==> src/design/matrix_defs.svh <==
`ifndef MATRIX_DEFS_SVH
`define MATRIX_DEFS_SVH

// ----------------------------------------------------------------------
// Widths and port count
// ----------------------------------------------------------------------
`define MATRIX_NUM_PORTS 5          // Mapped output ports MI0..MI4
`define AHB_DATA_W       32         // HRDATA width
`define DEC_ADDR_MSB     31         // Top of decoded HADDR slice
`define DEC_ADDR_LSB     10         // Slice bottom, 1 KB granules

// ----------------------------------------------------------------------
// Region bounds in slice units
// ----------------------------------------------------------------------

// Regions are checked MI0 first, first hit wins

// MI0 at 0x20000000-0x2003ffff
`define MI0_LO 22'h080000
`define MI0_HI 22'h0800ff

// MI1 at 0x00000000-0x000fffff
`define MI1_LO 22'h000000
`define MI1_HI 22'h0003ff

// MI2 at 0x40000000-0x4000ffff
`define MI2_LO 22'h100000
`define MI2_HI 22'h10003f

// MI3 at 0x40010000-0x4001ffff
`define MI3_LO 22'h100040
`define MI3_HI 22'h10007f

// MI4 at 0x40020000-0x4002ffff
`define MI4_LO 22'h100080
`define MI4_HI 22'h1000bf

`endif

==> src/design/ahb_bus_pkg.sv <==
// AHB protocol encodings shared by the matrix decode blocks
package ahb_bus_pkg;

    // ------------------------------------------------------------------
    // Transfer kind, HTRANS
    // ------------------------------------------------------------------
    typedef enum logic [1:0]
    {
        IDLE   = 2'b00,             // No transfer wanted
        BUSY   = 2'b01,             // Master inserts a wait in a burst
        NONSEQ = 2'b10,             // First beat or single transfer
        SEQ    = 2'b11              // Following beat of a burst
    } htrans_t;

    // ------------------------------------------------------------------
    // Slave response, HRESP
    // ------------------------------------------------------------------
    typedef enum logic [1:0]
    {
        OKAY  = 2'b00,              // Transfer completed fine
        ERROR = 2'b01,              // Two-cycle error reply
        RETRY = 2'b10,              // Legacy AHB, not produced here
        SPLIT = 2'b11               // Legacy AHB, not produced here
    } hresp_t;

endpackage

==> src/design/matrix_map_pkg.sv <==
`include "matrix_defs.svh"

// Port selection encodings for the matrix address map
package matrix_map_pkg;

    // ------------------------------------------------------------------
    // Port count types
    // ------------------------------------------------------------------
    typedef logic [2:0] port_idx_t;                      // Mapped port number
    typedef logic [`MATRIX_NUM_PORTS-1:0] port_vec_t;    // One bit per port

    // ------------------------------------------------------------------
    // Port select word
    // ------------------------------------------------------------------

    // Field view of the select word
    typedef struct packed
    {
        logic      dflt;            // Default slave owns the transfer
        port_idx_t idx;             // Port MI0..MI4, only when dflt clear
    } port_fields_t;

    // Same four bits, seen whole or split into fields
    typedef union packed
    {
        logic [3:0]   raw;          // Plain word, as held in the register
        port_fields_t fld;          // Decoded view
    } port_sel_u;

    // Unmapped address goes to the local slave
    localparam port_sel_u PORT_DEFAULT = 4'b1000;

    // Port 0 word, also the state after reset
    localparam port_sel_u PORT_MI0 = 4'b0000;

endpackage

==> src/design/matrix_addr_decode.sv <==
`timescale 1ns/1ns
`include "matrix_defs.svh"

module matrix_addr_decode
    import ahb_bus_pkg::*;
    import matrix_map_pkg::*;
(
    input  logic [`DEC_ADDR_MSB:`DEC_ADDR_LSB] decode_addr,  // HADDR slice
    input  htrans_t                            trans_dec,    // HTRANS of input port
    input  logic                               sel_dec,      // HSEL of input port
    input  port_sel_u                          data_port,    // Port now in data phase
    input  port_vec_t                          active_mi,    // Output stage active levels
    output port_sel_u                          addr_port,    // Port for this address phase
    output port_vec_t                          sel_mi,       // One-hot port selects
    output logic                               sel_dft_slv,  // Default slave select
    output logic                               active_dec    // Active of chosen port
);

    port_vec_t hit;                 // Region match per port
    logic      idle_hold;           // Keep the data-phase port

    // ------------------------------------------------------------------
    // Region compare
    // ------------------------------------------------------------------
    assign hit[0] = (decode_addr >= `MI0_LO) && (decode_addr <= `MI0_HI);
    assign hit[1] = (decode_addr >= `MI1_LO) && (decode_addr <= `MI1_HI);
    assign hit[2] = (decode_addr >= `MI2_LO) && (decode_addr <= `MI2_HI);
    assign hit[3] = (decode_addr >= `MI3_LO) && (decode_addr <= `MI3_HI);
    assign hit[4] = (decode_addr >= `MI4_LO) && (decode_addr <= `MI4_HI);

    // IDLE to a mapped data port avoids a needless switch
    assign idle_hold = (trans_dec == IDLE) && !data_port.fld.dflt;

    // ------------------------------------------------------------------
    // Port choice
    // ------------------------------------------------------------------
    always_comb
    begin
        addr_port = PORT_DEFAULT;                   // Nothing hit
        if (idle_hold)
            addr_port = data_port;
        else
        begin
            // Walk down so the lowest matching port is written last
            for (int k = `MATRIX_NUM_PORTS - 1; k >= 0; k--)
            begin
                if (hit[k])
                begin
                    addr_port.fld.dflt = 1'b0;
                    addr_port.fld.idx  = port_idx_t'(k);
                end
            end
        end
    end

    // ------------------------------------------------------------------
    // Selects and active mux
    // ------------------------------------------------------------------
    always_comb
    begin
        sel_mi      = '0;
        sel_dft_slv = 1'b0;
        if (sel_dec)                                // Only when input port is selected
        begin
            if (addr_port.fld.dflt)
                sel_dft_slv = 1'b1;
            else
                sel_mi[addr_port.fld.idx] = 1'b1;
        end
    end

    // Default slave is always ready to take the transfer
    assign active_dec = addr_port.fld.dflt ? 1'b1 : active_mi[addr_port.fld.idx];

endmodule

==> src/design/matrix_default_slave.sv <==
`timescale 1ns/1ns
`include "matrix_defs.svh"

module matrix_default_slave
    import ahb_bus_pkg::*;
(
    input  logic    HCLK,           // AHB clock
    input  logic    HRESETn,        // Sync reset, active low
    input  logic    sel_dft_slv,    // Unmapped address selected
    input  htrans_t trans_dec,      // HTRANS of input port
    input  logic    HREADYS,        // Previous transfer done
    output logic    readyout_dft,   // HREADYOUT of the default slave
    output hresp_t  resp_dft        // HRESP of the default slave
);

    // ------------------------------------------------------------------
    // Response state
    // ------------------------------------------------------------------

    // Bit 1 holds ready low, bit 0 flags ERROR
    localparam logic [1:0] ST_OKAY = 2'b00;        // Ready, OKAY
    localparam logic [1:0] ST_ERR1 = 2'b11;        // Wait, ERROR
    localparam logic [1:0] ST_ERR2 = 2'b01;        // Ready, ERROR

    logic [1:0] resp_state;
    logic [1:0] resp_next;
    logic       trans_req;          // Real transfer accepted this edge

    // IDLE and BUSY never start the error reply
    assign trans_req = sel_dft_slv && HREADYS &&
                       ((trans_dec == NONSEQ) || (trans_dec == SEQ));

    always_comb
    begin
        if (resp_state == ST_ERR1)
            resp_next = ST_ERR2;                    // Second cycle always follows
        else if (trans_req)
            resp_next = ST_ERR1;
        else
            resp_next = ST_OKAY;
    end

    always_ff @(posedge HCLK)
    begin
        if (!HRESETn)
            resp_state <= ST_OKAY;
        else
            resp_state <= resp_next;
    end

    // ------------------------------------------------------------------
    // Outputs
    // ------------------------------------------------------------------
    assign readyout_dft = ~resp_state[1];
    assign resp_dft     = resp_state[0] ? ERROR : OKAY;

endmodule

==> src/design/matrix_resp_mux.sv <==
`timescale 1ns/1ns
`include "matrix_defs.svh"

module matrix_resp_mux
    import ahb_bus_pkg::*;
    import matrix_map_pkg::*;
(
    input  logic                                         HCLK,         // AHB clock
    input  logic                                         HRESETn,      // Sync reset
    input  logic                                         HREADYS,      // Transfer done
    input  port_sel_u                                    addr_port,    // From decoder
    input  port_vec_t                                    readyout_mi,  // Port HREADYOUTs
    input  hresp_t [`MATRIX_NUM_PORTS-1:0]               resp_mi,      // Port HRESPs
    input  logic [`MATRIX_NUM_PORTS-1:0][`AHB_DATA_W-1:0] rdata_mi,    // Port HRDATAs
    input  logic                                         readyout_dft, // Default slave ready
    input  hresp_t                                       resp_dft,     // Default slave resp
    output port_sel_u                                    data_port,    // Data-phase port
    output logic                                         HREADYOUTS,   // Ready to input port
    output hresp_t                                       HRESPS,       // Response to input
    output logic [`AHB_DATA_W-1:0]                       HRDATAS       // Read data to input
);

    // ------------------------------------------------------------------
    // Data-phase port register
    // ------------------------------------------------------------------

    // HREADYS and not HREADYOUTS, the input stage can accept while
    // its own holding register is loading
    always_ff @(posedge HCLK)
    begin
        if (!HRESETn)
            data_port.raw <= PORT_MI0.raw;          // Port 0 after reset
        else if (HREADYS)
            data_port.raw <= addr_port.raw;         // Holds under back-pressure
    end

    // ------------------------------------------------------------------
    // Response and read-data mux
    // ------------------------------------------------------------------
    always_comb
    begin
        if (data_port.fld.dflt)
        begin
            HREADYOUTS = readyout_dft;
            HRESPS     = resp_dft;
            HRDATAS    = '0;                        // Nothing to read
        end
        else
        begin
            HREADYOUTS = readyout_mi[data_port.fld.idx];
            HRESPS     = resp_mi[data_port.fld.idx];
            HRDATAS    = rdata_mi[data_port.fld.idx];
        end
    end

endmodule

==> src/design/ahb_matrix_decode.sv <==
`timescale 1ns/1ns
`include "matrix_defs.svh"

module ahb_matrix_decode
    import ahb_bus_pkg::*;
    import matrix_map_pkg::*;
(
    input  logic                                         HCLK,         // AHB clock
    input  logic                                         HRESETn,      // Sync reset
    input  logic                                         HREADYS,      // Transfer done
    input  logic                                         sel_dec,      // HSEL in
    input  logic [`DEC_ADDR_MSB:`DEC_ADDR_LSB]           decode_addr,  // HADDR slice
    input  htrans_t                                      trans_dec,    // HTRANS in
    input  port_vec_t                                    active_mi,    // Stage active
    input  port_vec_t                                    readyout_mi,  // Stage ready
    input  hresp_t [`MATRIX_NUM_PORTS-1:0]               resp_mi,      // Stage resp
    input  logic [`MATRIX_NUM_PORTS-1:0][`AHB_DATA_W-1:0] rdata_mi,    // Stage data
    output port_vec_t                                    sel_mi,       // Port selects
    output logic                                         active_dec,   // Chosen active
    output logic                                         HREADYOUTS,   // Ready out
    output hresp_t                                       HRESPS,       // Response out
    output logic [`AHB_DATA_W-1:0]                       HRDATAS       // Read data out
);

    // ------------------------------------------------------------------
    // Internal wires
    // ------------------------------------------------------------------
    port_sel_u addr_port;           // Address-phase port
    port_sel_u data_port;           // Data-phase port
    logic      sel_dft_slv;         // Unmapped address
    logic      readyout_dft;
    hresp_t    resp_dft;

    matrix_addr_decode u_addr_decode
    (
        .decode_addr (decode_addr),
        .trans_dec   (trans_dec),
        .sel_dec     (sel_dec),
        .data_port   (data_port),
        .active_mi   (active_mi),
        .addr_port   (addr_port),
        .sel_mi      (sel_mi),
        .sel_dft_slv (sel_dft_slv),
        .active_dec  (active_dec)
    );

    // Runs beside the decoder on the same address phase
    matrix_default_slave u_default_slave
    (
        .HCLK         (HCLK),
        .HRESETn      (HRESETn),
        .sel_dft_slv  (sel_dft_slv),
        .trans_dec    (trans_dec),
        .HREADYS      (HREADYS),
        .readyout_dft (readyout_dft),
        .resp_dft     (resp_dft)
    );

    matrix_resp_mux u_resp_mux
    (
        .HCLK         (HCLK),
        .HRESETn      (HRESETn),
        .HREADYS      (HREADYS),
        .addr_port    (addr_port),
        .readyout_mi  (readyout_mi),
        .resp_mi      (resp_mi),
        .rdata_mi     (rdata_mi),
        .readyout_dft (readyout_dft),
        .resp_dft     (resp_dft),
        .data_port    (data_port),
        .HREADYOUTS   (HREADYOUTS),
        .HRESPS       (HRESPS),
        .HRDATAS      (HRDATAS)
    );

endmodule

==> config.mk <==
export PLATFORM = sky130hd
export DESIGN_NAME = ahb_matrix_decode
export DESIGN_NICKNAME = d
export VERILOG_FILES = /design/src/design/ahb_bus_pkg.sv /design/src/design/matrix_map_pkg.sv /design/src/design/matrix_addr_decode.sv /design/src/design/matrix_default_slave.sv /design/src/design/matrix_resp_mux.sv /design/src/design/ahb_matrix_decode.sv
export VERILOG_INCLUDE_DIRS = /design/src /design/src/design
export SDC_FILE = /design/constraint.sdc
export NUM_CORES = 1
export LEC_CHECK = 0
export BUFFER_PORTS_ARGS = -buffer_cell sky130_fd_sc_hd__buf_2
export CORE_AREA = 5 5 94 96
export CTS_CLUSTER_DIAMETER = 30
export CTS_CLUSTER_SIZE = 8
export DETAILED_ROUTE_END_ITERATION = 6
export DIE_AREA = 0 0 99 101
export GPL_TIMING_DRIVEN = 0
export MAX_ROUTING_LAYER = met4
export PLACE_DENSITY = 0.66
export SETUP_SLACK_MARGIN = 0.2
export SYNTH_ARGS = -nofsm -noshare
export SYNTH_HDL_FRONTEND = slang
export SYNTH_SLANG_ARGS = --single-unit
==> constraint.sdc <==
create_clock -name HCLK -period 2.95 [get_ports HCLK]
set_clock_uncertainty 0.15 [all_clocks]
set_input_delay 0.1475 -clock HCLK [delete_from_list [all_inputs] [get_ports HCLK]]
set_output_delay 0.1475 -clock HCLK [all_outputs]
set_load 0.01 [all_outputs]
==> reports/metrics.cfg <==
[sta]
finalHoldViolCount = 0
setup_viol_count_final = 0
min_period_ns = 2.49
worstMarginPinSlew_ns = 0.597
slew_headroom = 0.602
setup_tns_ns = 0
rsz0062_at_grt = no
slew_violations = 0
timing.fmax_mhz = 401
fin_crit_sh = 0.845

[detailed_routing]
wl_per_cell_um = 18.5
post-route-drc-count = 0
num_vias = 2729
antenna_left = 0
routed_wl_um = 10000
first_pass_iters = 4
drt-initial-drc-count = 84
avgViaCountPerCell = 5.04

[logic_synthesis]
syn_area_um2 = 1830
yosysWarnings = 0
synth-seq-cells = 6
synth_cell_types = 38
yosysMostFrequentCell = nor2_1
synth-async-reset-ratio = 0
syn_avg_cell_area_um2 = 9.54
synth_area_leaders = mux4_2 43%, a22oi_1 14%, nor2_1 8.4%
synth_common_cells = 41 x nor2_1, 35 x a22oi_1, 35 x mux4_2
synth_largest_area_cell = mux4_2
synth_top_cell_area_share = 0.430
synth_nets = 400
synth_seq_area_share = 0.0656
synthCells = 192
synth_flop_cell = dfxtp_1
synth_edf_count = 0

[run_status]
status = finished clean

[placement]
io_buffers = 241
hpwl_um = 8860
globalplace.congestion = 0.927
post_dp_cell_area_um2 = 3170

[critical_path]
crit_arrival_ns = 2.19
r2r_start = u_resp_mux.data_port[3]$_SDFFE_PN0P_
crit_type = reg -> out
ff2ff_setup_slack_ns = 1.31
critPathMaxFanout = 10
required_ns = 2.65
startpoint_type = flip-flop
end_kind = output port
reg2reg_depth = 5
crit_start = u_resp_mux.data_port[1]$_SDFFE_PN0P_

[global_routing]
grt_max_degree = 11
antenna_found_initial = 0
overflow = 0
track_usage = 0.192
grt_pass1_wl_um = 14800
busiest_layer = met2
met3_usage = 0.0339
use_met1 = 0.224
grt_use_met2 = 0.347
grt_pass1_vias = 2819

[clock_tree]
path_clk_slew_ns = 0.04
root_buffer = clkbuf_8
clock_sinks = 6
postCtsSetupBuffers = 0
cts_buffers = 3
cts_buffer_depth = 2
clk_latency_ns = 0.22
cts_hold_buf = 0
h-tree-depth = 1
cts_tree = built

[layout]
drive_gt1_frac = 0.686
area_delta_synth_final_pct = 75.8
nNetsFinal = 646
final_area_um2 = 3220

[pwr]
cellLeakagePower_nw = 1.66
p_per_area_nw_per_um2 = 202
vdd_drop_max_mv = 0.129

[floorplan]
io_pins = 249
rows = 33
start_util = 0.230
dieWidth_um = 99
die_h_um = 101
die_area_um2 = 10000
core_area_um2 = 7970

[flow_run]
drv_cap = 0

[min_path]
worstHoldPathCells = 3
min_path_type = in -> reg
min_from = HRESETn

cell type report:
class | count | area [µm²]
repair buffers | 241 | 1210
fillers | 818 | 4750
inverters | 6 | 22.5
multi-input cells | 161 | 1610
plain buffers | 19 | 83.8
flip-flops and latches | 6 | 120
clock buffers | 3 | 41.3
well taps | 105 | 131
diodes | 1 | 2.50
worst paths after layout:
check | end
max reg2reg | u_resp_mux.data_port[1]$_SDFFE_PN0P_
min | u_default_slave.resp_state[1]$_SDFF_PP0_
min reg2reg | u_default_slave.resp_state[0]$_SDFF_PN0_
max | HRDATAS[2]
logic make-up after synthesis:
kind of cell / count (synthesis) / synth area share
compound gates: 55 / 0.238
simple gates: 69 / 0.197
flops: 6 / 0.0656
buf+inv: 25 / 0.0581
mux: 37 / 0.441
report_power, final:
part | total, mW | switching, mW | internal [mW]
sequential | 0.0879 | 0.00301 | 0.0849
clock | 0.124 | 0.0364 | 0.0878
combinational | 0.438 | 0.194 | 0.244
state kept, by name, summed over array words and instances, names as in the netlist:
| name | count |
|---|---|
| u_default_slave.resp_state | 2 |
| u_resp_mux.data_port | 4 |
cells in the final DEF (no fill, tap or decap), drive strengths merged:
| cell type | count |
|---|---|
| o21bai | 1 |
| clkbuf | 10 |
| nor3 | 3 |
| nand3 | 4 |
| o211a | 2 |
| nand2 | 10 |
| a22oi | 35 |
| buf | 253 |
| a221oi | 1 |
| a211oi | 4 |
| mux2i | 2 |
| and2 | 2 |
| nor2 | 41 |
| nor2b | 1 |
| a21o | 1 |
| nor3b | 1 |
| inv | 6 |
| nand4 | 2 |
| a21boi | 1 |
| nor4 | 2 |
| diode | 1 |
| mux4 | 35 |
| o31ai | 1 |
| and4 | 1 |
| dfxtp | 6 |
| o41a | 2 |
| a21oi | 2 |
| nor4b | 1 |
| or2 | 1 |
| o21ai | 3 |
| o41ai | 1 |
| o311ai | 1 |
critical path, cell delays in order, from the launching register on:
cell      delay [ns]
dfxtp_1         0.39
buf_2           0.29
clkbuf_1        0.50
mux4_2          0.41
a22oi_1         0.17
nor2_1          0.05
buf_2           0.16
timing repair:
action                                  4_1_cts  5_1_grt
endpoints found under the hold margin         0        0
gates resized for setup                       0        1
endpoints found under the setup margin        0        1
metal layers:
metal,vias up,share of wire
met1,1302,0.38
met2,134,0.53
met4,0,0.011
met5,-,0
met3,13,0.083
li1,1280,-
through the flow:
stage | power, mW | worst slack (ns) | hold slack (ns) | util | instances
floorplan | 0.304 | 1.11 | 0.111 | - | 192
global placement | 0.520 | 0.612 | 0.264 | 0.398 | 538
detailed placement | 0.530 | 0.636 | 0.274 | 0.398 | 538
CTS | 0.657 | 0.397 | 0.0433 | 0.403 | 541
global route | 0.704 | 0.331 | 0.0594 | 0.404 | 541
finish | 0.650 | 0.458 | 0.0425 | 0.404 | 542
(Power assumes the default switching activity.)
